$ cat config.mk
export PLATFORM = sky130hd
export DESIGN_NAME = quat_integrator
export DESIGN_NICKNAME = d
export VERILOG_FILES = /design/src/hw/madgwick_pkg.sv /design/src/hw/quat_integrator.sv
export VERILOG_INCLUDE_DIRS = /design/src /design/src/hw
export SDC_FILE = /design/constraint.sdc
export NUM_CORES = 2
export LEC_CHECK = 0
export BUFFER_PORTS_ARGS = -buffer_cell sky130_fd_sc_hd__clkbuf_2
export CORE_ASPECT_RATIO = 0.75
export CORE_UTILIZATION = 67
export CTS_CLUSTER_SIZE = 14
export DETAILED_ROUTE_END_ITERATION = 12
export PLACE_DENSITY_LB_ADDON = 0.15
export RECOVER_POWER = 25
export SYNTH_ARGS = -nofsm -noshare
export SYNTH_HDL_FRONTEND = slang
export SYNTH_SLANG_ARGS = --single-unit
$ cat constraint.sdc
create_clock -name clk -period 0.8 [get_ports clk]
set_input_delay 0.08 -clock clk [delete_from_list [all_inputs] [get_ports clk]]
set_output_delay 0.08 -clock clk [all_outputs]
set_load 0.005 [all_outputs]
$ cat src/hw/madgwick_consts.svh
// widths, fraction positions and time step of the attitude datapath
`ifndef MADGWICK_CONSTS_SVH
`define MADGWICK_CONSTS_SVH

//////////////////////////////////////////////////////////////////////
// quaternion elements, Q2.14
//////////////////////////////////////////////////////////////////////
`define Q_WIDTH 16
`define Q_FRACT_WIDTH 14

// gyro rates in rad/s, Q4.12
`define GYRO_WIDTH 16
`define GYRO_FRACT_WIDTH 12

// derivative carries q and gyro fractions, 26 bits
`define Q_DOT_WIDTH 34

//////////////////////////////////////////////////////////////////////
// integration step
//////////////////////////////////////////////////////////////////////
`define DELTA_T_WIDTH 16
`define DELTA_T_FRACT_WIDTH 16
// 655 / 2^16, roughly 10 ms
`define DELTA_T_RAW 655

// sum of four squared elements, 28 fraction bits
`define Q_MAG_SQR_WIDTH 34

`endif
$ cat src/hw/madgwick_pkg.sv
// element types and controller state enumeration for the attitude filter
`default_nettype none

`include "madgwick_consts.svh"

package madgwick_pkg;

    typedef logic signed [`Q_WIDTH-1:0] q_elem_t;
    typedef logic signed [`GYRO_WIDTH-1:0] gyro_t;
    typedef logic signed [`Q_DOT_WIDTH-1:0] q_dot_t;
    typedef logic [`Q_MAG_SQR_WIDTH-1:0] mag_sqr_t;

    // sequence of one filter update
    typedef enum logic [2:0] {
        CTRL_IDLE,
        CTRL_DERIV,
        CTRL_INTEG,
        CTRL_NORM,
        CTRL_OUTPUT
    } ctrl_state_t;

endpackage

`default_nettype wire

$ cat src/hw/quat_integrator.sv
// one-step integration of the quaternion derivative with rounding to Q2.14
`default_nettype none

`include "madgwick_consts.svh"

module quat_integrator (
    input  wire logic                   clk,
    input  wire logic                   rst_n,
    input  wire logic                   start,
    input  wire madgwick_pkg::q_elem_t  q_w,
    input  wire madgwick_pkg::q_elem_t  q_x,
    input  wire madgwick_pkg::q_elem_t  q_y,
    input  wire madgwick_pkg::q_elem_t  q_z,
    input  wire madgwick_pkg::q_dot_t   dq_w,
    input  wire madgwick_pkg::q_dot_t   dq_x,
    input  wire madgwick_pkg::q_dot_t   dq_y,
    input  wire madgwick_pkg::q_dot_t   dq_z,
    output madgwick_pkg::q_elem_t       qi_w,
    output madgwick_pkg::q_elem_t       qi_x,
    output madgwick_pkg::q_elem_t       qi_y,
    output madgwick_pkg::q_elem_t       qi_z,
    output logic                        done
);
    import madgwick_pkg::*;

    // 42 fraction bits after the time-step product
    localparam int SUM_FRACT = `DELTA_T_FRACT_WIDTH + `Q_FRACT_WIDTH + `GYRO_FRACT_WIDTH;
    localparam int SHIFT = SUM_FRACT - `Q_FRACT_WIDTH;
    localparam int ACC_W = `Q_DOT_WIDTH + `DELTA_T_WIDTH + 2;
    localparam logic signed [`DELTA_T_WIDTH:0] DELTA_T = `DELTA_T_RAW;
    localparam logic signed [ACC_W-1:0] ROUND = ACC_W'(1) << (SHIFT - 1);

    function automatic q_elem_t integrate(q_elem_t q, q_dot_t dq);
        logic signed [ACC_W-1:0] state_term;
        logic signed [ACC_W-1:0] acc;
        state_term = q;
        state_term = state_term <<< SHIFT;
        acc = dq * DELTA_T + state_term + ROUND;
        acc = acc >>> SHIFT;
        return acc[`Q_WIDTH-1:0];
    endfunction

    always_ff @(posedge clk or negedge rst_n) begin
        if (!rst_n) begin
            done <= 1'b0;
        end else begin
            done <= start;
        end
    end

    always_ff @(posedge clk) begin
        if (start) begin
            qi_w <= integrate(q_w, dq_w);
            qi_x <= integrate(q_x, dq_x);
            qi_y <= integrate(q_y, dq_y);
            qi_z <= integrate(q_z, dq_z);
        end
    end

endmodule

`default_nettype wire

==> results of run 1 <==
==> repair_timing <==
item                       4_1_cts
hold endpoints to repair         1
setup endpoints to repair      129
setup buffers                   51
hold buffers                     1
resized for setup              331
pin swaps                      209
==> metal layers <==
metal,overflow,track usage (%)
met5,1,46.27
met4,254,101.2
met3,11,76.79
met2,456,104.2
met1,13,83.84
==> cells in the mapped netlist, types with 3 or more instances <==
cell       instances
inv_1            770
ha_1             616
fa_1             556
a21oi_1           78
xnor2_1           75
a21o_1            65
edfxtp_1          64
nor2_1            53
nand2_1           49
xor2_1            48
o21ai_0           33
nand3_1           23
nor3_1            17
nand4_1           16
o21a_1            10
o21bai_1          10
mux2i_1            9
a211oi_1           8
and2_1             8
a31oi_1            7
and3_1             7
nor4_1             7
o211ai_1           7
a2111oi_0          4
a211o_1            4
a221oi_1           4
nor2b_1            4
or2_2              4
and4_1             3
o22ai_1            3
o41ai_1            3
==> logic make-up after synthesis <==
group / after synthesis
fa+ha+maj: 1172
buf+inv: 772
compound gates: 263
simple gates: 201
xor+xnor: 123
flops: 65
mux: 9
==> per-stage QoR <==
step | utilization [%] | instance area (um^2) | setup slack [ps]
2_1_floorplan | - | 29730 | -3595
3_3_place_gp | 87.84 | 35730 | -4000
3_5_place_dp | 87.84 | 35730 | -4146
4_1_cts | 93.91 | 38200 | -3559
==> metrics, run 1 <==
total grt overflow=between 700 and 800; H-Tree Level Count=3; num ports=between 200 and 300; number of flops mapped to enable cells by yosys=64; post-synthesis cell count=2605; Synth area leaders=fa_1 (40%), ha_1 (28%), inv_1 (10%), edfxtp_1 (7.0%), xnor2_1 (2.4%); xor/xnor cell area share of the yosys netlist=3.898%; clock root buffer=clkbuf_16; main flop type after synthesis=edfxtp_1; Yosys reg bits=65; hpwl dp=69070 um; Seq/Total Area, Yosys=7.045%; largest family of logic cells by synthesized area=adder cells; port buffer count=roughly 270; Cell variety after synth=62; Compound-Gate Fraction of Synth Area=6.488%; die height=177.9 um; Inserted Clock Buffers=9; Worst EP Category=register input; site row count=64; failing step=global routing; Synth area leader=fa_1; outcome=did not finish; largest net degree at the start of global routing=31; Initial Util=67.93%; CTS Buffer Depth=2; Die Wd=roughly 240 um; Post-synth ARST share=under 10%; yosys warns=0; Cell Area, Synth=27630 um^2; Final GP Congestion=~0.97; placed insts=3930; syn_area_per_cell=between 10 and 15 um^2; post-synthesis adder-cell area fraction=68.17%; mux contribution to synthesized area=0.3260%; GRT worst endpoint=qi_z[12]$_DFFE_PP_/D; Tot GR Track Use=about nine tenths; Synth Net Count=between 3000 and 4000; clock sink count=65; share of the synthesized area in the top cell type=about two fifths; error msg=[ERROR GRT-0232] Routing congestion too high. Check the congestion heatmap in the GUI.; simple-gate portion of the synthesized area=3.586%
==> run 2, diff against run 1 <==
--- a/config.mk
+++ b/config.mk
@@ -7,9 +7,7 @@
 export NUM_CORES = 2
 export LEC_CHECK = 0
 export BUFFER_PORTS_ARGS = -buffer_cell sky130_fd_sc_hd__clkbuf_2
-export CORE_ASPECT_RATIO = 0.75
-export CORE_UTILIZATION = 67
-export CTS_CLUSTER_SIZE = 14
+export CORE_UTILIZATION = 40
 export DETAILED_ROUTE_END_ITERATION = 12
 export PLACE_DENSITY_LB_ADDON = 0.15
 export RECOVER_POWER = 25
==> run 2 against run 1 <==
Against the previous run: the flow now finishes, with violations (negative setup slack); area after synthesis did not move; synthesized cell count did not move.
==> metrics, run 2 <==
outcome=finished with violations (was did not finish); violated checks=negative setup slack; commonest cells after routing, fill and taps aside=inv_1 (717), buf_4 (559), fa_1 (519), ha_1 (396), ha_4 (208); Synth area leaders=fa_1 (40%), ha_1 (28%), inv_1 (10%), edfxtp_1 (7.0%), xnor2_1 (2.4%) (unchanged); max_cap viols=0; vias in the first global route=approximately 24000; Initial Util=40.36% (was 67.93%); Max Fclk=about 230 MHz; Int Power=between 0.08 and 0.09 W; Yosys reg bits=65 (unchanged); ratio of cells with drive above 1 in the final layout=between 30 and 40%; drt drc=0; Vias=a little over 20000; number of flops mapped to enable cells by yosys=64 (unchanged); Critical Path Max Stage Delay=approximately 510 ps; Sw Share=a little under half; sequential power share=6.5%; Worst Path Max Fanout=3; final wirelength=69750 um; worst hold path class=input port to async pin; crit path max-delay cell type=fa_1; initial antenna violation count=20; die height=264.8 um (was 177.9 um); Clk pin slew, worst setup/hold paths=70 ps; Cell Area, Synth=27630 um^2 (unchanged); Tot GR Track Use=20.69%; CP Class=input port to flip-flop; Cell variety after synth=62 (unchanged); Die Footprint=approximately 70000 um^2; drt pass-1 iters=4; drt wl/cell=15.91 um; port buffer count=267 (unchanged); Worst Setup Start Kind=input port; Post-synth ARST share=1.538% (unchanged); main flop type after synthesis=edfxtp_1 (unchanged); initial DRC count=around 470; WP data required=870 ps; fillcell total=5871; share of the synthesized area in the top cell type=40.28% (unchanged); Die Wd=264.8 um (was 236.5 um); most common cell after layout, fill and taps aside=inv_1; clock share of power=between 3 and 4%; Buf/Inv on CP=5; final hold violations=0; Worst-Margin Slew=520.7 ps; Synth Net Count=3980 (unchanged); clock root buffer=clkbuf_16 (unchanged); nets=between 4000 and 5000; H-Tree Level Count=3 (unchanged); num ports=268 (unchanged); placed insts=4310 (was 3930); yosys warns=0 (unchanged); Area growth, synth to finish=43.48%; GR Util met2=37.40%; M1 GR Usage=25.80%; Sequential Area=about 1900 um^2; core area=~68000 um^2; post-synthesis cell count=2605 (unchanged); Synth area leader=fa_1 (unchanged); Seq/Total Area, Yosys=7.045% (unchanged); footprint of the multi-input gates=26680 um^2; Setup Viol. Count Final=about 130; CP arrival=approximately 4400 ps; post-place setup slack=-4107 ps (was -4146 ps); met3 Track Usage GR=3.539%; layer with the highest usage=met2; CP dominant cell by count=fa_1; fin cells=about 4400; max_slew headroom=65.04%; CTS tree=yes; Final Util=57.91%; leakage power total=19.95 nW; Tcrit/Tclk final=542.3%; DRT antenna net count=0; delay-heaviest family, CP=adder cells; Setup WS post-layout=-3538 ps; RSZ-0062 raised after global routing=true; critical path cell sequence=clkbuf_2, buf_4, ha_1, fa_1, fa_1, inv_1, fa_1, inv_2, ha_4, nand4_1, a2111oi_4, o41ai_4, a31oi_4, o211ai_1, buf_4, a211oi_4, o21a_1, or2_4, o311ai_2; PD cells=approximately 3700 nW/um^2; largest net degree at the start of global routing=29; CP Capture Type=flip-flop; Gate power share=90.4%; minimum clock period=approximately 4300 ps; Via density=4.690; Commonest cells post-synth=inv_1 (770), ha_1 (616), fa_1 (556) (unchanged); CTS Buffer Depth=2 (unchanged); hpwl dp=63340 um (was 69070 um); syn_area_per_cell=10.61 um^2 (unchanged); Psw=0.06649 W; Sum Neg Setup Slack=-216710 ps; site row count=96 (was 64); maximum VDD drop=2275 uV; Inserted Clock Buffers=9 (unchanged); most common cell in the synthesized netlist=inv_1 (unchanged); first-pass GRT wire length=roughly 120000 um; total grt overflow=0; clock sink count=65 (unchanged); Slew Viols, Final=0; Final GP Congestion=0.9208 (was 0.9664)
run 2: logic make-up (layout without fill, tap and decap cells):
| family | Yosys count | in the layout | share of synthesized area (%) |
|---|---|---|---|
| XOR/XNOR | 123 | 123 | 3.898 |
| buffers and inverters | 772 | 1658 | 10.49 |
| other | 0 | 10 | 0 |
| flip-flops | 65 | 65 | 7.045 |
| adder cells (fa/ha/maj) | 1172 | 1172 | 68.17 |
| AO/OA/AOI/OAI | 263 | 263 | 6.488 |
| multiplexers | 9 | 9 | 0.3260 |
| AND/OR/NAND/NOR | 201 | 201 | 3.586 |
run 2: final cells by class:
cell class | count | share of cell area (%)
diodes | 10 | 0.06312
clock inverters | 6 | 0.2903
inverters | 770 | 7.290
flip-flops and latches | 65 | 4.910
multi-input cells | 1768 | 67.30
well taps | 882 | 2.783
clock buffers | 10 | 0.5775
repair buffers | 872 | 16.79
run 2: stage by stage:
stage | hold slack (ps) | instance area (um^2) | power (W)
2_1_floorplan | -215.6 | 29730 | 0.07943
3_3_place_gp | -145.9 | 36400 | 0.1201
3_5_place_dp | -143.2 | 36400 | 0.1222
4_1_cts | 0.5904 | 38270 | 0.1370
5_1_grt | 46.32 | 39640 | 0.1640
6_report | 46.05 | 39650 | 0.1474
run 2: path summary, 6_finish.rpt:
kind,cells after the start,slack [ps],startpoint,to
setup / recovery,19,-3540,dq_z[12],qi_z[12]
max in group asynchronous,2,670,rst_n,done
min in group clk,1,50,start,qi_x[7]
hold / removal,2,50,rst_n,done
run 2: what timing repair did:
| action | 4_1_cts | 5_1_grt |
|---|---|---|
| gates resized for setup | 252 | 302 |
| endpoints found under the setup margin | 129 | 129 |
| setup buffers | 28 | 36 |
| pin swaps | 166 | 200 |
| endpoints found under the hold margin | 1 | 0 |
| hold buffers | 1 | 0 |
run 2: layer usage:
metal / routed length (um) / part of all wire (%)
met1: 29230 / 42
met4: 1324 / 1.9
met3: 2756 / 4.0
met2: 36290 / 52
met5: 144 / 0.21
run 2: power by group through the flow:
| stage | sequential, W | combinational, W | clock, W |
|---|---|---|---|
| final | 0.00951 | 0.133 | 0.00467 |
| after global routing | 0.00964 | 0.149 | 0.00492 |
| after CTS | 0.00951 | 0.123 | 0.00478 |
| after detailed placement | 0.00957 | 0.113 | 0 |
| after global placement | 0.00952 | 0.111 | 0 |
| after floorplan | 0.00922 | 0.0702 | 0 |
(Power assumes the default switching activity.)
