===== src/hw/madgwick_consts.svh =====
// widths, fraction positions and time step of the attitude datapath
`ifndef MADGWICK_CONSTS_SVH
`define MADGWICK_CONSTS_SVH

//////////////////////////////////////////////////////////////////////
// quaternion elements, Q2.14
//////////////////////////////////////////////////////////////////////
`define Q_WIDTH 16
`define Q_FRACT_WIDTH 14

// gyro rates in rad/s, Q4.12
`define GYRO_WIDTH 16
`define GYRO_FRACT_WIDTH 12

// derivative carries q and gyro fractions, 26 bits
`define Q_DOT_WIDTH 34

//////////////////////////////////////////////////////////////////////
// integration step
//////////////////////////////////////////////////////////////////////
`define DELTA_T_WIDTH 16
`define DELTA_T_FRACT_WIDTH 16
// 655 / 2^16, roughly 10 ms
`define DELTA_T_RAW 655

// sum of four squared elements, 28 fraction bits
`define Q_MAG_SQR_WIDTH 34

`endif

===== src/hw/madgwick_pkg.sv =====
// element types and controller state enumeration for the attitude filter
`default_nettype none

`include "madgwick_consts.svh"

package madgwick_pkg;

    typedef logic signed [`Q_WIDTH-1:0] q_elem_t;
    typedef logic signed [`GYRO_WIDTH-1:0] gyro_t;
    typedef logic signed [`Q_DOT_WIDTH-1:0] q_dot_t;
    typedef logic [`Q_MAG_SQR_WIDTH-1:0] mag_sqr_t;

    // sequence of one filter update
    typedef enum logic [2:0] {
        CTRL_IDLE,
        CTRL_DERIV,
        CTRL_INTEG,
        CTRL_NORM,
        CTRL_OUTPUT
    } ctrl_state_t;

endpackage

`default_nettype wire


===== src/hw/gyro_quat_derivative.sv =====
// quaternion derivative from gyro rates, one component per cycle on three multipliers
`default_nettype none

`include "madgwick_consts.svh"

module gyro_quat_derivative (
    input  wire logic                   clk,
    input  wire logic                   rst_n,
    input  wire logic                   start,
    input  wire madgwick_pkg::q_elem_t  q_w,
    input  wire madgwick_pkg::q_elem_t  q_x,
    input  wire madgwick_pkg::q_elem_t  q_y,
    input  wire madgwick_pkg::q_elem_t  q_z,
    input  wire madgwick_pkg::gyro_t    w_x,
    input  wire madgwick_pkg::gyro_t    w_y,
    input  wire madgwick_pkg::gyro_t    w_z,
    output madgwick_pkg::q_dot_t        dq_w,
    output madgwick_pkg::q_dot_t        dq_x,
    output madgwick_pkg::q_dot_t        dq_y,
    output madgwick_pkg::q_dot_t        dq_z,
    output logic                        done
);
    import madgwick_pkg::*;

    typedef enum logic [2:0] {D_IDLE, D_W, D_X, D_Y, D_Z} deriv_state_t;

    deriv_state_t dstate;
    q_elem_t op_q [3];
    gyro_t op_g [3];
    logic signed [`Q_WIDTH+`GYRO_WIDTH-1:0] prod [3];
    q_dot_t sum;

    // operand pairs of q (x) (0, w) for the current component
    always_comb begin
        case (dstate)
            D_W: begin
                op_q = '{q_x, q_y, q_z};
                op_g = '{w_x, w_y, w_z};
            end
            D_X: begin
                op_q = '{q_w, q_y, q_z};
                op_g = '{w_x, w_z, w_y};
            end
            D_Y: begin
                op_q = '{q_w, q_z, q_x};
                op_g = '{w_y, w_x, w_z};
            end
            default: begin
                op_q = '{q_w, q_x, q_y};
                op_g = '{w_z, w_y, w_x};
            end
        endcase
        for (int i = 0; i < 3; i++) begin
            prod[i] = op_q[i] * op_g[i];
        end
        // third product always subtracts, w negates all three
        if (dstate == D_W) begin
            sum = -prod[0] - prod[1] - prod[2];
        end else begin
            sum = prod[0] + prod[1] - prod[2];
        end
    end

    always_ff @(posedge clk or negedge rst_n) begin
        if (!rst_n) begin
            dstate <= D_IDLE;
            done <= 1'b0;
        end else begin
            done <= 1'b0;
            case (dstate)
                D_IDLE: if (start) dstate <= D_W;
                D_W: dstate <= D_X;
                D_X: dstate <= D_Y;
                D_Y: dstate <= D_Z;
                default: begin
                    dstate <= D_IDLE;
                    done <= 1'b1;
                end
            endcase
        end
    end

    // halved sums, fraction stays at 26 bits
    always_ff @(posedge clk) begin
        case (dstate)
            D_W: dq_w <= sum >>> 1;
            D_X: dq_x <= sum >>> 1;
            D_Y: dq_y <= sum >>> 1;
            D_Z: dq_z <= sum >>> 1;
            default: ;
        endcase
    end

    // controller must wait for done before the next start
    a_no_start_busy: assert property (@(posedge clk) disable iff (!rst_n)
        start |-> dstate == D_IDLE);

endmodule

`default_nettype wire


===== config.mk =====
export PLATFORM = sky130hd
export DESIGN_NAME = gyro_quat_derivative
export DESIGN_NICKNAME = d
export VERILOG_FILES = /design/src/hw/madgwick_pkg.sv /design/src/hw/gyro_quat_derivative.sv
export VERILOG_INCLUDE_DIRS = /design/src /design/src/hw
export SDC_FILE = /design/constraint.sdc
export NUM_CORES = 2
export LEC_CHECK = 0
export BUFFER_PORTS_ARGS = -buffer_cell sky130_fd_sc_hd__buf_2
export CAP_MARGIN = 20
export CORE_ASPECT_RATIO = 0.8
export CORE_MARGIN = 5
export CORE_UTILIZATION = 60
export CTS_CLUSTER_DIAMETER = 60
export CTS_CLUSTER_SIZE = 10
export DETAILED_ROUTE_END_ITERATION = 10
export PLACE_DENSITY = 0.79
export SLEW_MARGIN = 25
export SYNTH_ARGS = -nofsm -noshare
export SYNTH_HDL_FRONTEND = slang
export SYNTH_SLANG_ARGS = --single-unit

===== constraint.sdc =====
create_clock -name clk -period 27.5 [get_ports clk]
set_input_delay 0 -clock clk [delete_from_list [all_inputs] [get_ports clk]]
set_output_delay 0 -clock clk [all_outputs]
set_load 0.05 [all_outputs]

# After elaboration in Yosys (flattened, before gate mapping)
# Index checks and enable logic that the tools add are counted.
dict set report word_totals {
  ff_bits 136
  input_bits 115
  out_inout_bits 137
}
dict set report op_classes {
  add_sub_neg 5
  mul 3
  n_reduce_logical 2
  n_mux 6
  n_eq_ne 5
}
# op count
set ops {}
lappend ops {{$pmux W48 S3} 2}
lappend ops {{$mul A16 B16 Y32} 3}
lappend ops {{$sub A34 B32 Y34} 2}
lappend ops {{$mux W34} 1}
lappend ops {{$neg A32 Y34} 1}
lappend ops {{$sub A33 B32 Y34} 1}
lappend ops {{$add A32 B32 Y33} 1}
lappend ops {{$pmux W3 S4} 1}
lappend ops {{$eq A3 B2 Y1 const B} 2}
lappend ops {{$reduce_or A4 Y1} 1}
lappend ops {{$eq A3 B1 Y1 const B} 1}
lappend ops {{$eq A3 B3 Y1 const B} 1}
lappend ops {{$logic_not A3 Y1} 1}
lappend ops {{$mux W3} 1}
lappend ops {{$ne A2 B2 Y1 const B} 1}
lappend ops {{$mux W1} 1}

# Depth between registers and ports, before layout
dict set report depth {
  ltp_word 7
  depth_mapped 48
}

# Least setup slack after synthesis
# Ideal clock, no wire load.
dict set report synth_path {
  kind {register to register}
  start {register dstate[0]}
  end {register dq_w[31] (data pin)}
  t_arrival_ns 9.948
  stages_incl_launch_ff 43
  period_less_slack_ns 10.149
  setup_time_ns 0.201
  required_ns 27.299
  n_path_buf 4
  path_slack_ns 17.351
  path_cell_list {dfrtp_1 buf_2 nor2b_1 clkbuf_1 clkbuf_1 a22oi_1 nor2_1 a21o_1 clkbuf_1 nand2_1 fa_1 fa_1 fa_1 fa_1 inv_1 fa_1 inv_1 fa_1 [... 7 more ...] o211ai_1 a21oi_1 o31ai_1 mux2_2 or2_2 fa_1 inv_1 ha_1 ha_1 a21o_1 a21oi_1 o21ai_0 o41ai_2 o21ai_1 nor4_1 a21oi_1 xnor2_1 o21ai_0}
}
dict set report synth_between {
  elab_chain_cells 7
}
# item line
set synth_lines {}
lappend synth_lines {{start, declared} gyro_quat_derivative.sv:27} ;# deriv_state_t dstate;
lappend synth_lines {{start signal, assigned} gyro_quat_derivative.sv:66} ;# dstate <= D_IDLE;
lappend synth_lines {{start signal, assigned} gyro_quat_derivative.sv:71} ;# D_IDLE: if (start) dstate <= D_W;
lappend synth_lines {{start signal, assigned} gyro_quat_derivative.sv:72} ;# D_W: dstate <= D_X;
lappend synth_lines {{$eq A3 B2 Y1 / $eq A3 B1 Y1 (equally long branches)} {gyro_quat_derivative.sv:35, gyro_quat_derivative.sv:57}}
lappend synth_lines {{$pmux W48 S3} gyro_quat_derivative.sv:35} ;# case (dstate)
lappend synth_lines {{$mul A16 B16 Y32} gyro_quat_derivative.sv:54} ;# prod[i] = op_q[i] * op_g[i];
lappend synth_lines {{$neg A32 Y34} gyro_quat_derivative.sv:58} ;# sum = -prod[0] - prod[1] - prod[2];
lappend synth_lines {{$sub A34 B32 Y34 (2 in a row)} gyro_quat_derivative.sv:58}
lappend synth_lines {{$mux W34 *} gyro_quat_derivative.sv:57} ;# if (dstate == D_W) begin
lappend synth_lines {{via sum[32]} gyro_quat_derivative.sv:31} ;# q_dot_t sum;
lappend synth_lines {{end signal, assigned} gyro_quat_derivative.sv:86} ;# D_W: dq_w <= sum >>> 1;
lappend synth_lines {{end, declared} gyro_quat_derivative.sv:17} ;# output madgwick_pkg::q_dot_t dq_w,
# The timed path passes the listed nets; every way through them passes the cells marked *.
# A chain may end at the register's enable or synchronous reset.

# Final worst setup path
# Same ends and word-level chain as after synthesis.

==> out/results.ini <==
[hold_path]
hold_class = in2reg

[timing]
hold_viol = 0
rsz0062_at_grt = no
fin_hold_ws_ps = 472
final-setup-viol-count = 0
fmax_ghz = 0.0784
fin_crit_ps = 12750
finalCritPeriodShare_pct = 46.4
worst_slew_pin_slew_ps = 1160
finalMaxSlewViolations = 0
finClkSkew_ps = 31.2
finalSetupTns_ps = 0
relSlewSlack_pct = 22.4

[job]
maxCapViolCount = 0

[drt]
firstDrtPassIters = 6
detail_route.iter0.violations = 3716
antenna_left = 0
routed_wl_mm = 129
wire_per_inst_um = 22.4
vias_per_cell = 5.87
vias = 33700
drc = 0

[placement]
port_buffers = 251
place_congestion = 1.05
placed_cell_area_sq_um = 44000
place_hpwl_mm = 110

[die]
core_area_sq_um = 68700
rows = 86
die_w_um = 304
die_y_um = 245
dieArea_sq_um = 74500
io_pins = 252
initial_core_util_pct = 60.4

[synthesis]
syn_nets = 5916
synth_top_area_share_pct = 40.4
synth_ff_type = edfxtp_1
yosysSeqAreaShare_pct = 9.80
ys.warnings.count = 0
syn_inst = 4601
yosysTopAreaCell = fa_1
synth_edf_count = 132
netlist-cell-type-count = 86
synth_area_sq_um = 41500
yosys_register_bits = 136
syn_area_per_cell_sq_um = 9.01
synthArstFlopShare_pct = 2.94
synth_area_leaders = fa_1 40%, ha_1 11%, edfxtp_1 9.6%

[clocking]
htreeDepth = 4
cts_tree = built
path_clk_slew_ps = 90
clockBufferDepth = 2
cts_buffers = 17
cts_resized = 0
clock_latency_ps = 450
clkSinkCount = 136
clockRootBuffer = clkbuf_16

[grt]
grt_max_degree = 79
track_usage_pct = 35.2
grt_pass1_vias = 34700
gr-total-overflow = 0
grt_pass1_wl_mm = 202
antenna_found_initial = 3

[worst_setup_path]
crit_top_cell = fa_1
worstPathRequired_ps = 27700
path_max_fanout = 59
cp_slowest_cell = dfrtp_4
startpoint_type = flip-flop
critPathKind = reg2reg
slowest_delay_ps = 850
end_kind = flip-flop
arrival_ps = 12950

[final_layout]
stdcell_area_sq_um = 44600
areaGrowthSynthToFinish_pct = 7.64
nNetsFinal = 6116
utilization_pct = 65.0
drive_gt1_share_pct = 9.37

[status]
status = completed

cells in the mapped netlist (5+ instances only):
| cell type | count |
|---|---|
| and3_1 | 18 |
| o21ai_0 | 74 |
| o21bai_1 | 21 |
| edfxtp_1 | 132 |
| a221o_1 | 8 |
| o31a_1 | 5 |
| o21a_1 | 37 |
| o22a_1 | 16 |
| buf_2 | 7 |
| nor2_1 | 492 |
| o211ai_1 | 10 |
| nor3_1 | 16 |
| fa_1 | 836 |
| a21o_1 | 113 |
| a221oi_1 | 18 |
| nor3b_1 | 22 |
| a31oi_1 | 13 |
| or3_1 | 12 |
| o21ai_1 | 27 |
| nand4_1 | 15 |
| a211oi_1 | 15 |
| clkbuf_1 | 102 |
| a21oi_1 | 177 |
| xor2_1 | 59 |
| buf_1 | 25 |
| and2_1 | 22 |
| a31o_2 | 5 |
| buf_4 | 5 |
| mux2_2 | 16 |
| ha_1 | 364 |
| nand2_1 | 497 |
| a22oi_1 | 33 |
| o22ai_1 | 17 |
| nor2b_1 | 40 |
| inv_1 | 1008 |
| xnor2_1 | 110 |
| o31ai_1 | 8 |
| nand2b_1 | 38 |
| nand3_1 | 28 |
| mux2i_1 | 51 |
| or2_2 | 22 |
critical path, delay by kind of cell, from the launching register on:
family | cells | cell delay, ps
adders and majority gates | 10 | 4560
xor gates and xnor gates | 2 | 700
buffers and inverters | 5 | 1020
and+or+nand+nor | 6 | 2250
AOI/OAI and AO/OA | 14 | 3060
DFF | 1 | 850
layer usage:
layer	track usage, %	vias up	part of all wire (%)
li1	-	14700	-
met1	50.8	16500	41
met2	50.6	2091	40
met3	11.0	318	14
met4	12.6	2	4.7
met5	0	-	0.010
placed cells by master (no fill, tap or decap), types with 17 or more instances in the layout:
cell type,synthesis,layout
nand2b_1,38,36
a21oi_1,177,170
and3_1,18,18
buf_2,7,251
clkbuf_16,0,17
fa_1,836,836
o21ai_0,74,69
nand2_1,497,497
nor2_1,492,490
o21ai_1,27,28
ha_1,364,364
nor2b_1,40,38
and2_1,22,20
o21bai_1,21,21
buf_4,5,66
nand3_1,28,28
edfxtp_1,132,132
nor3b_1,22,22
o21a_1,37,37
xor2_1,59,59
xnor2_1,110,109
or2_2,22,23
inv_1,1008,1008
mux2i_1,51,46
a22oi_1,33,33
a21o_1,113,113
registers in the layout, summed over array words and instances (netlist names):
signal  flops
dq_y       33
dq_x       33
dq_w       33
done        1
dq_z       33
dstate      3
metrics by stage:
step / instances / setup slack [ps]
floorplan: 4601 / 17350
global placement: 5701 / 14730
detailed placement: 5703 / 14510
CTS: 5738 / 14440
global route: 5739 / 14110
finish: 5740 / 14750
area by class of cell:
cell class / instances / area, sq um
clock buffer: 17 / 425
antenna: 2 / 5.00
fill: 5817 / 24000
tap: 924 / 1160
clock inverter: 15 / 160
multi-input combinational: 3315 / 33200
inverter: 1010 / 3790
sequential: 136 / 4080
timing repair buffer: 321 / 1800
worst paths after layout:
path	cells after the start	slack (ps)	endpoint	from
min in group asynchronous	3	610	done	rst_n
max reg2reg	37	14750	dq_w[31]	dstate[0]
min	4	470	dstate[0]	start
max	37	14750	dq_w[31]	dstate[0]
min reg2reg	0	640	done	dstate[2]
max in group asynchronous	3	26580	dstate[0]	rst_n
cells by family after synthesis:
group	after synthesis	share of synthesized area [%]
and+or+nand+nor	1234	12.6
adders and majority gates	1200	51.4
buffers and inverters	1150	10.5
AOI/OAI and AO/OA	645	10.5
xor gates and xnor gates	169	3.57
DFF	136	9.80
muxes	67	1.67
what timing repair did:
action                                 CTS  global route
setup buffers                            0             0
hold buffers                             3             0
endpoints found under the hold margin    5             0
Power is left out: the tool's default activity adds up to more than one toggle a clock period on the data nets, which glitch-free logic cannot reach.
