`src/hw/madgwick_consts.svh`:
```
// widths, fraction positions and time step of the attitude datapath
`ifndef MADGWICK_CONSTS_SVH
`define MADGWICK_CONSTS_SVH

//////////////////////////////////////////////////////////////////////
// quaternion elements, Q2.14
//////////////////////////////////////////////////////////////////////
`define Q_WIDTH 16
`define Q_FRACT_WIDTH 14

// gyro rates in rad/s, Q4.12
`define GYRO_WIDTH 16
`define GYRO_FRACT_WIDTH 12

// derivative carries q and gyro fractions, 26 bits
`define Q_DOT_WIDTH 34

//////////////////////////////////////////////////////////////////////
// integration step
//////////////////////////////////////////////////////////////////////
`define DELTA_T_WIDTH 16
`define DELTA_T_FRACT_WIDTH 16
// 655 / 2^16, roughly 10 ms
`define DELTA_T_RAW 655

// sum of four squared elements, 28 fraction bits
`define Q_MAG_SQR_WIDTH 34

`endif
```
`src/hw/madgwick_pkg.sv`:
```
// element types and controller state enumeration for the attitude filter
`default_nettype none

`include "madgwick_consts.svh"

package madgwick_pkg;

    typedef logic signed [`Q_WIDTH-1:0] q_elem_t;
    typedef logic signed [`GYRO_WIDTH-1:0] gyro_t;
    typedef logic signed [`Q_DOT_WIDTH-1:0] q_dot_t;
    typedef logic [`Q_MAG_SQR_WIDTH-1:0] mag_sqr_t;

    // sequence of one filter update
    typedef enum logic [2:0] {
        CTRL_IDLE,
        CTRL_DERIV,
        CTRL_INTEG,
        CTRL_NORM,
        CTRL_OUTPUT
    } ctrl_state_t;

endpackage

`default_nettype wire

```
`src/hw/attitude_controller.sv`:
```
// filter state register, outside handshakes and sequencing of the datapath units
`default_nettype none

`include "madgwick_consts.svh"

module attitude_controller (
    input  wire logic                   clk,
    input  wire logic                   rst_n,
    input  wire logic                   valid_in,
    output logic                        ready_in,
    input  wire madgwick_pkg::gyro_t    w_x,
    input  wire madgwick_pkg::gyro_t    w_y,
    input  wire madgwick_pkg::gyro_t    w_z,
    output logic                        valid_out,
    input  wire logic                   ready_out,
    output madgwick_pkg::q_elem_t       q_w,
    output madgwick_pkg::q_elem_t       q_x,
    output madgwick_pkg::q_elem_t       q_y,
    output madgwick_pkg::q_elem_t       q_z,
    output logic                        deriv_start,
    output logic                        integ_start,
    output logic                        norm_start,
    input  wire logic                   deriv_done,
    input  wire logic                   integ_done,
    input  wire logic                   norm_done,
    output madgwick_pkg::gyro_t         gyro_x,
    output madgwick_pkg::gyro_t         gyro_y,
    output madgwick_pkg::gyro_t         gyro_z,
    output madgwick_pkg::q_elem_t       state_w,
    output madgwick_pkg::q_elem_t       state_x,
    output madgwick_pkg::q_elem_t       state_y,
    output madgwick_pkg::q_elem_t       state_z,
    input  wire madgwick_pkg::q_elem_t  qn_w,
    input  wire madgwick_pkg::q_elem_t  qn_x,
    input  wire madgwick_pkg::q_elem_t  qn_y,
    input  wire madgwick_pkg::q_elem_t  qn_z
);
    import madgwick_pkg::*;

    localparam q_elem_t Q_ONE = q_elem_t'(1 << `Q_FRACT_WIDTH);

    ctrl_state_t state;

    // filter state doubles as the output quaternion
    assign state_w = q_w;
    assign state_x = q_x;
    assign state_y = q_y;
    assign state_z = q_z;

    always_ff @(posedge clk or negedge rst_n) begin
        if (!rst_n) begin
            state <= CTRL_IDLE;
            ready_in <= 1'b0;
            valid_out <= 1'b0;
            deriv_start <= 1'b0;
            integ_start <= 1'b0;
            norm_start <= 1'b0;
            q_w <= Q_ONE;
            q_x <= '0;
            q_y <= '0;
            q_z <= '0;
        end else begin
            deriv_start <= 1'b0;
            integ_start <= 1'b0;
            norm_start <= 1'b0;
            case (state)
                CTRL_IDLE: begin
                    ready_in <= !(valid_in && ready_in);
                    if (valid_in && ready_in) begin
                        deriv_start <= 1'b1;
                        state <= CTRL_DERIV;
                    end
                end
                CTRL_DERIV: if (deriv_done) begin
                    integ_start <= 1'b1;
                    state <= CTRL_INTEG;
                end
                CTRL_INTEG: if (integ_done) begin
                    norm_start <= 1'b1;
                    state <= CTRL_NORM;
                end
                CTRL_NORM: if (norm_done) begin
                    q_w <= qn_w;
                    q_x <= qn_x;
                    q_y <= qn_y;
                    q_z <= qn_z;
                    valid_out <= 1'b1;
                    state <= CTRL_OUTPUT;
                end
                default: if (ready_out) begin
                    valid_out <= 1'b0;
                    ready_in <= 1'b1;
                    state <= CTRL_IDLE;
                end
            endcase
        end
    end

    // sample capture on acceptance
    always_ff @(posedge clk) begin
        if (state == CTRL_IDLE && valid_in && ready_in) begin
            gyro_x <= w_x;
            gyro_y <= w_y;
            gyro_z <= w_z;
        end
    end

    a_out_hold: assert property (@(posedge clk) disable iff (!rst_n)
        valid_out && !ready_out |=> valid_out && $stable({q_w, q_x, q_y, q_z}));

endmodule

`default_nettype wire

```
`config.mk`:
```
export PLATFORM = sky130hd
export DESIGN_NAME = attitude_controller
export DESIGN_NICKNAME = d
export VERILOG_FILES = /design/src/hw/madgwick_pkg.sv /design/src/hw/attitude_controller.sv
export VERILOG_INCLUDE_DIRS = /design/src /design/src/hw
export SDC_FILE = /design/constraint.sdc
export NUM_CORES = 1
export LEC_CHECK = 0
export ABC_AREA = 1
export BUFFER_PORTS_ARGS = -buffer_cell sky130_fd_sc_hd__buf_2
export CAP_MARGIN = 20
export CORE_AREA = 2 2 117 119
export CTS_CLUSTER_DIAMETER = 60
export DETAILED_ROUTE_END_ITERATION = 8
export DIE_AREA = 0 0 119 121
export PLACE_DENSITY_LB_ADDON = 0.15
export REMOVE_ABC_BUFFERS = 1
export SLEW_MARGIN = 5
export SYNTH_ARGS = -nofsm -noshare
export SYNTH_HDL_FRONTEND = slang
export SYNTH_SLANG_ARGS = --single-unit
export TNS_END_PERCENT = 50
```
`constraint.sdc`:
```
create_clock -name clk -period 3.65 [get_ports clk]
set_clock_uncertainty 0.1 [all_clocks]
set_input_delay 0.1825 -clock clk [delete_from_list [all_inputs] [get_ports clk]]
set_output_delay 0.1825 -clock clk [all_outputs]
set_load 0.03 [all_outputs]
```
Word-level counts from Yosys, hierarchy flattened
Index checks and enable logic that the tools add are counted.
- bitwise operators: 2
- mux-type cells: 17
- eq/ne operators: 7
- reduce and logical (&&, ||, !) cells: 14
- operator list (operator ; number):
    $mux W3 ; 5
    $pmux W3 S4 ; 1
    $mux W1 ; 9
    $ne A2 B2 Y1 const B ; 4
    $eq A3 B2 Y1 const B ; 2
    $reduce_or A3 Y1 ; 2
    $reduce_and A5 Y1 ; 1
    $reduce_bool A5 Y1 ; 1
    $pmux W1 S2 ; 2
    $reduce_and A2 Y1 ; 2
    $reduce_bool A2 Y1 ; 2
    $eq A3 B1 Y1 const B ; 1
    $logic_and A1 B1 Y1 ; 3
    $logic_not A3 Y1 ; 1
    $reduce_and A3 Y1 ; 1
    $not A1 Y1 ; 2
    $logic_not A1 Y1 ; 1
- word-level logic and storage cells: 53
- input bits: 119
- bits in registers: 120

Longest topological paths before layout
Gate-level depths: netlist (run 1).
- depth after elaboration: 4
- gate-level depth with buffers: 7
- depth with buffers taken out: 7

Least setup slack after synthesis (run 1)
No wires, ideal clock.
- path type: reg2reg
- start point: reg state[2]
- end point: reg gyro_x[0], enable pin
- buffers on the path: 0
- arrival: 2.753 ns
- stages on the path, launching flop included: 4
- setup slack: 0.344 ns
- clock period less this slack: 3.306 ns
- cell sequence: dfrtp_1 -> nor2_1 -> nand2_1 -> nor2_1
- longest elaborated chain between the ends: 3
- ends and longest elaborated chain (what ; line ; RTL):
    start: declaration ; attitude_controller.sv:42 ; ctrl_state_t state;
    start signal: assignment ; attitude_controller.sv:52 ; state <= CTRL_IDLE;
    start signal: assignment ; attitude_controller.sv:71 ; state <= CTRL_DERIV;
    start signal: assignment ; attitude_controller.sv:76 ; state <= CTRL_INTEG;
    $logic_not A3 Y1 ; attitude_controller.sv:101 ; if (state == CTRL_IDLE && valid_in && ready_in) begin
    $logic_and A1 B1 Y1 (2 in a row) ; attitude_controller.sv:101 ;
    end signal: assignment ; attitude_controller.sv:102 ; gyro_x <= w_x;
    end: declaration ; attitude_controller.sv:26 ; output madgwick_pkg::gyro_t gyro_x,
No other way between the ends.
A chain may end at the register's enable or synchronous reset.

Final worst setup path (run 1)
- start point: reg state[2]
- end point: reg gyro_y[13], enable pin
- longest elaborated chain between the ends: 3
- ends and longest elaborated chain (what ; line ; RTL):
    $logic_not A3 Y1 ; attitude_controller.sv:101 ;
    $logic_and A1 B1 Y1 (2 in a row) ; attitude_controller.sv:101 ;
    end signal: assignment ; attitude_controller.sv:103 ; gyro_y <= w_y;
    end: declaration ; attitude_controller.sv:27 ; output madgwick_pkg::gyro_t gyro_y,
No other way between the ends.

==> results.toml, run 1 <==
[hold_path]
min_path_type = "input port to register"
whs_path_depth = 3
min_to = "deriv_start"
min_from = "valid_in"

[global_route]
grt_start_max_net_pins = 73
top_usage_layer = "met2"
grt_use_total = 0.191
grt_pass1_vias = 4158
grtUsageMet3 = 0.0587
use_met1 = 0.224
grt_overflow = 0
use_met2 = 0.335
antenna_found_initial = 1
grt_pass1_wl_um = 21400

[setup_path]
reg2reg_depth = 4
setup.worst_path.end_class = "register"
setup.worst_path.class = "register to register"
rrSetupSlack_ps = 1380
r2r_end = "gyro_y[13]"
cp_data_arrival_time_ps = 2250
critPathRequiredTime_ps = 3630
startpoint_type = "register"
crit_fanout = 29
r2r_start = "state[2]"

[run]
drv_cap = 0

[yosys]
yosysWarnings = 0
syn_area_per_cell_um2 = 11.0
syn_area_um2 = 4830
syn-instance-count = 438
yosysSeqAreaShare = 0.671
synth-seq-cells = 120
yosys.cell_types.count = 15

[timing]
drv_slew = 0
fin_crit_sh = 0.622
hold_violations = 0
fmax_mhz = 440
fin_crit_ps = 2270
rsz0062_at_grt = "false"
final-setup-viol-count = 0
tightest_slew_ps = 951
slew_headroom = 0.366
setup_ws_ps = 1380
tns_ps = 0

[route]
dr.pass1.iters = 5
num_vias = 4254
drc = 0
routed_wl_um = 13900
routedWlPerCell_um = 14.2
viasPerCell = 4.34
drtAntennaViolNets = 0
drtIter0Drc = 207

[final_layout]
drive_above_1_share = 0.418
nNetsFinal = 910
register_area_um2 = 3240
final_cell_mix = "298 x buf_2, 146 x nand2_1, 116 x dlygate4sd3_1"
multi_input_area_um2 = 958
utilization = 0.589
area_delta_synth_final_pct = 59.5
layout_commonest_cell = "buf_2"
n_fill_cell = 1099

[placed_design]
port_buffers = 299
gp_congestion = 0.808
preCtsSetupSlack_ps = 1370
dpl.hpwl_um = 8990

[floorplan]
die_area_um2 = 14400
core_um2 = 13100
initial_core_util = 0.369
die_x_um = 119
ios = 300
die_h_um = 121
rows = 42

[power]
switching_share = 0.462
p_sw_mw = 3.19
powerDensity_nw_per_um2 = 897
combPwrFrac = 0.451
p_clk_frac = 0.229
power_leakage_nw = 4.04
power.internal_mw = 3.72
seqPwrFrac = 0.319
vdd_drop_max_mv = 0.496
totalPowerFinal_mw = 6.91

[clock_tree]
clk_pin_slew_ps = 60
cts_setup_buffers = 0
cts_root_buffer = "clkbuf_16"
cts_made_buffers = 17
cts_sinks = 120
cts_tree = "yes"
clock_latency_ps = 400
clock_path_buffers = 2
cts_hold_buf = 116
post_cts_resize_count = 0
htree_levels = 4

[outcome]
status = "finished, final reports clean"
## metal layers
metal,routed length (µm),vias up
li1,-,2076
met1,5670,1963
met2,6970,204
met3,1080,11
met4,160,0
met5,0,-
## logic make-up (layout without fill, tap and decap cells)
family | Yosys count | count (layout) | synth area share
AND/OR/NAND/NOR | 224 | 224 | 0.192
flip-flops | 120 | 120 | 0.671
buffers and inverters | 92 | 458 | 0.133
AO/OA/AOI/OAI | 2 | 2 | 0.00285
other | 0 | 1 | 0
## critical path, stage by stage, from the launching register on
cell,delay [ps]
dfrtp_1,440
nor2_1,230
nand2_1,170
nor2_4,610
buf_4,390
## flip-flops by register name (all words and copies together) (netlist names), 3 cells and up
name,flops
q_z,16
gyro_y,16
gyro_x,16
q_x,16
q_y,16
gyro_z,16
state,3
q_w,16
## power groups by stage
stage / Combinational (mW) / Clock [mW] / Sequential (mW)
5_1_grt: 3.32 / 1.69 / 2.27
2_1_floorplan: 0.511 / 0 / 3.69
3_3_place_gp: 3.02 / 0 / 2.21
3_5_place_dp: 3.04 / 0 / 2.22
6_report: 3.12 / 1.58 / 2.21
4_1_cts: 3.14 / 1.62 / 2.21
## worst max-delay path by stage
stage,cells past startpoint,start,slack [ps],to
after global routing,4,state[2],1130,gyro_y[13]
final,4,state[2],1380,gyro_y[13]
after detailed placement,4,state[2],1370,gyro_z[12]
after global placement,4,state[2],1390,gyro_z[4]
after CTS,4,state[2],1350,gyro_x[6]
after floorplan,4,state[0],60,valid_out
## layout make-up
class,instances,area share
Inverter,7,0.00341
Clock inverter,13,0.0172
Timing Repair Buffer,419,0.349
Sequential cell,120,0.421
Clock buffer,19,0.0562
Multi-Input combinational cell,226,0.124
Antenna cell,1,0.000325
Tap cell,176,0.0286
## cells in the mapped netlist
cell      number  area, µm²
inv_1          7       26.3
a21boi_0       1       7.51
nor2_1         7       26.3
o22ai_1        1       6.26
buf_2          2       10.0
edfxtp_1      48       1440
nand3_1       69        345
buf_4         71        533
clkbuf_1       7       26.3
nand2_1      147        552
nor2_2         1       6.26
buf_6          4       45.0
dfstp_2        1       26.3
dfrtp_1       71       1780
buf_1          1       3.75
## stage by stage
step	cells	hold WS, ps	instance area, µm²
after floorplan	353	-213	4210
after global placement	832	261	5980
after detailed placement	832	261	5980
after CTS	980	39.3	7700
after global routing	980	76.4	7700
final	981	51.6	7710
(Power assumes the default switching activity.)
==> inputs of run 2 (changes only) <==
- clock period: 3.65 -> 2.37 ns (I/O delays scaled with it)
==> run 2 against run 1 <==
Cell area increased by 0.91%. Via count up 1.8%. Fmax increased by 23%. Global-route usage increased by 0.34 points. Setup slack worse by 850 ps. Non-clock buffer count rose by 4. First-iteration DRC count shrank 23%. Routed wire length increased by 2.1%. Critical path depth unchanged. Sequential power is 54% higher. Sequential share of layout area decreased by 0.38 points.
==> results.toml, run 2 (synthesis gave the netlist of run 1 again) <==
[outcome]
status = "finished, final reports clean"

[power]
powerDensity_nw_per_um2 = 1390
vdd_drop_max_mv = 0.764
power_leakage_nw = 4.09

[setup_path]
critPathRequiredTime_ps = 2360
setup.worst_path.class = "register to register"
startpoint_type = "register"
cp.depth = 4
path_buf_inv = 1
cp_slowest_cell = "dfrtp_1"
setup.worst_path.end_class = "register"
reg2reg_depth = 4
critPathTopFamily = "simple AND/OR/NAND/NOR gates"
crit_chain = "nor2_1, nand2_1, nor2_4, buf_12"
crit_fanout = 39
max_stage_delay_ps = 440
cp_data_arrival_time_ps = 1840

[route]
met1_length_um = 5530
highest_layer = "met4"
routedWlPerCell_um = 14.4
dr.pass1.iters = 5
route.met3.wl_um = 1080
drtAntennaViolNets = 0
viasPerCell = 4.41
num_vias = 4332
dr_wl_met2_um = 7270
drtIter0Drc = 160
routed_wl_um = 14200
drc = 0

[clock_tree]
post_cts_resize_count = 0
cts_setup_buffers = 0
cts_sinks = 120
cts_made_buffers = 17
htree_levels = 4
cts_tree = "yes"
clock_latency_ps = 400
clk_pin_slew_ps = 50
cts_hold_buf = 117
cts_root_buffer = "clkbuf_16"
clock_path_buffers = 2

[floorplan]
core_um2 = 13100
ios = 300
die_x_um = 119
die_h_um = 121
die_area_um2 = 14400
rows = 42
initial_core_util = 0.369

[timing]
fmax_mhz = 542
fin_crit_ps = 1850
fin_crit_sh = 0.779
timing.hold.ws_ps = 52.3
hold_violations = 0
tightest_slew_ps = 933
setup_ws_ps = 524
tns_ps = 0
drv_slew = 0
final-setup-viol-count = 0
rsz0062_at_grt = "false"
slew_headroom = 0.378

[global_route]
grt_pass1_wl_um = 21400
grt_start_max_net_pins = 73
antenna_found_initial = 0
grt_pass1_vias = 4322
grt_overflow = 0
grt_use_total = 0.194

[final_layout]
final_cell_mix = "298 x buf_2, 146 x nand2_1, 117 x dlygate4sd3_1"
n_antenna_cell = 0
utilization = 0.594
layout_commonest_cell = "buf_2"
nNetsFinal = 914
drive_above_1_share = 0.416
area_delta_synth_final_pct = 61.0
n_fill_cell = 1092

[placed_design]
preCtsSetupSlack_ps = 528
port_buffers = 299
dpl.hpwl_um = 9120
gp_congestion = 0.780

[run]
drv_cap = 0

[hold_path]
whs_path_depth = 3
min_path_type = "input port to register"
[run 2: cell types whose count changed in the layout (fill, tap and decap cells not counted), moves of 2 or more]
cell / delta
buf_4: +2
clkinv_4: -2
bufinv_16: +2
clkbuf_1: +2
clkinvlp_4: -3
[run 2: report_power, final]
part           total, mW  internal [mW]  leakage [nW]  switching [mW]
sequential          3.41           2.92          1.35           0.485
clock               2.59           1.74         0.292           0.853
combinational       4.84           1.29          2.45            3.55
total               10.8           5.95          4.09            4.89
[run 2: stage by stage]
| step | power [mW] | instance area (µm²) | cells |
|---|---|---|---|
| after floorplan | 6.48 | 4210 | 353 |
| after global placement | 8.10 | 6010 | 835 |
| after detailed placement | 8.14 | 6010 | 835 |
| after CTS | 10.9 | 7780 | 983 |
| after global routing | 11.4 | 7780 | 983 |
| final | 10.8 | 7780 | 983 |
[run 2: final timing paths]
check / end / start / slack (ps)
worst max register to register: gyro_x[10] / state[2] / 520
worst max-delay path: gyro_x[10] / state[2] / 520
worst min-delay path: q_w[12] / norm_done / 50
max in group asynchronous: q_x[9] / rst_n / 1240
worst min register to register: q_w[14] / q_w[14] / 370
min in group asynchronous: q_y[0] / rst_n / 330
[run 2: tightest hold or removal path, stage by stage]
cell,delay [ps]
buf_2,210
nand3_1,120
nand2_1,50
[run 2: area by class of cell]
class,instances,area (µm²),share of cell area
flip-flops and latches,120,3240,0.417
multi-input cells,226,958,0.123
clock buffers,21,440,0.0566
repair buffers,423,2740,0.352
well taps,176,220,0.0283
inverters,7,26.3,0.00338
clock inverters,10,153,0.0196
[run 2: per-layer routing]
layer | GRT usage | vias up
met3 | 0.0620 | 21
met1 | 0.216 | 2009
met4 | 0.0833 | 0
met5 | 0 | -
li1 | - | 2077
met2 | 0.343 | 225
==> inputs of run 3 (changes only) <==
- clock period: 2.37 -> 1.7 ns (I/O delays scaled with it)
==> run 3 against run 2 <==
Flip-flop and latch count stayed put. Cell area hardly changed. Critical endpoint is now gyro_x[14]. Combinational power is 41% higher. Critical path depth stayed put. Die area stayed put. Utilization hardly changed. Non-clock buffer count is 4 higher. Fmax is 20% higher. Highest routed layer unchanged.
==> results.toml, run 3 (synthesis gave the netlist of run 1 again) <==
[setup_path]
crit_chain = "nor2_2, nand2_1, nor2_4, buf_4"
rrSetupSlack_ps = 160
crit_fanout = 13
path_buf_inv = 1
setup.worst_path.class = "register to register"
startpoint_type = "register"
setup.worst_path.end_class = "register"
cp.depth = 4
critPathTopFamily = "simple AND/OR/NAND/NOR gates"
critPathRequiredTime_ps = 1700
reg2reg_depth = 4
cp_data_arrival_time_ps = 1540
cp_slowest_cell = "dfrtp_1"
max_stage_delay_ps = 420

[timing]
final-setup-viol-count = 0
timing.hold.ws_ps = 54.7
slew_headroom = 0.660
drv_slew = 0
rsz0062_at_grt = "false"
hold_violations = 0
tightest_slew_ps = 509
fin_crit_ps = 1540
tns_ps = 0
fmax_mhz = 648
fin_crit_sh = 0.908

[clock_tree]
cts_root_buffer = "clkbuf_16"
clock_latency_ps = 400
cts_tree = "yes"
clk_pin_slew_ps = 50
cts_made_buffers = 17
cts_setup_buffers = 0
cts_sinks = 120
htree_levels = 4
clock_path_buffers = 2

[placed_design]
post-place-cells = 839
gp_congestion = 0.778
dpl.hpwl_um = 9320
port_buffers = 299

[hold_path]
min_path_type = "input port to register"
whs_path_depth = 3

[floorplan]
die_h_um = 121
core_um2 = 13100
initial_core_util = 0.369
ios = 300
rows = 42
die_x_um = 119
die_area_um2 = 14400

[route]
routed_wl_um = 14000
drtIter0Drc = 188
dr.pass1.iters = 4
viasPerCell = 4.39
num_vias = 4333
drtAntennaViolNets = 0
routedWlPerCell_um = 14.2
drc = 0

[power]
combPwrFrac = 0.465
power_leakage_nw = 4.09
p_sw_mw = 6.81
power.internal_mw = 7.91
switching_share = 0.463
seqPwrFrac = 0.321
powerDensity_nw_per_um2 = 1890
totalPowerFinal_mw = 14.7
p_clk_frac = 0.214
vdd_drop_max_mv = 1.14

[final_layout]
utilization = 0.594
area_delta_synth_final_pct = 60.9
drive_above_1_share = 0.420
n_antenna_cell = 0
final_cell_mix = "298 x buf_2, 146 x nand2_1, 117 x dlygate4sd3_1"
layout_commonest_cell = "buf_2"
nNetsFinal = 918
final_cells = 987

[global_route]
grt_pass1_wl_um = 21700
grt_start_max_net_pins = 45
grt_pass1_vias = 4407
grt_use_total = 0.195
antenna_found_initial = 0
grt_overflow = 0

[outcome]
status = "finished, final reports clean"

[run]
drv_cap = 0
## run 3: changes by cell type in the layout (fill, tap and decap cells not counted), sizes merged
| cell | previous run | this run |
|---|---|---|
| clkinvlp | 0 | 1 |
| buf | 306 | 310 |
| clkinv | 6 | 9 |
| clkbuf | 21 | 20 |
| bufinv | 4 | 1 |
## run 3: path summary, 6_finish.rpt
kind | endpoint | from
min in group asynchronous | q_x[14] | rst_n
max in group asynchronous | ready_in | rst_n
worst min-delay path | q_w[12] | norm_done
worst min register to register | q_w[14] | q_w[14]
worst max-delay path | gyro_x[14] | state[1]
worst max register to register | gyro_x[14] | state[1]
## run 3: repair_timing
action,CTS,global route
gates resized for setup,0,1
endpoints found under the setup margin,0,35
endpoints found under the hold margin,190,0
hold buffers,117,0
## run 3: per-stage QoR
step                      cell area, µm²  setup slack [ps]
after global placement              6080               150
after floorplan                     4210             -1890
after detailed placement            6080               109
after CTS                           7770              94.9
after global routing                7770              64.5
final                               7770               156
## run 3: area by class of cell
cell class	instances	area, µm²
Timing Repair Buffer	427	2800
Clock inverter	11	83.8
Multi-Input combinational cell	226	961
Fill cell	1081	5310
Sequential cell	120	3240
Tap cell	176	220
Inverter	7	26.3
Clock buffer	20	437
## run 3: per-layer routing
metal,vias up,track usage,share of wire
met4,0,0.0833,0.024
met5,-,0,0
met1,2022,0.223,0.40
met2,201,0.345,0.51
li1,2086,-,-
met3,24,0.0536,0.069
## run 3: power by group through the flow
stage               Sequential [mW]  Clock, mW  Combinational, mW
floorplan                      7.93          0               1.10
global placement               4.73          0               6.63
detailed placement             4.76          0               6.68
CTS                            4.73       3.25               6.89
global route                   4.86       3.40               7.27
finish                         4.73       3.15               6.84
## run 3: worst register-to-register path: cells and delay by family (launching register included)
family,cells,cell delay [ps]
buffers and inverters,1,230
AND/OR/NAND/NOR,3,480
flip-flops,1,420
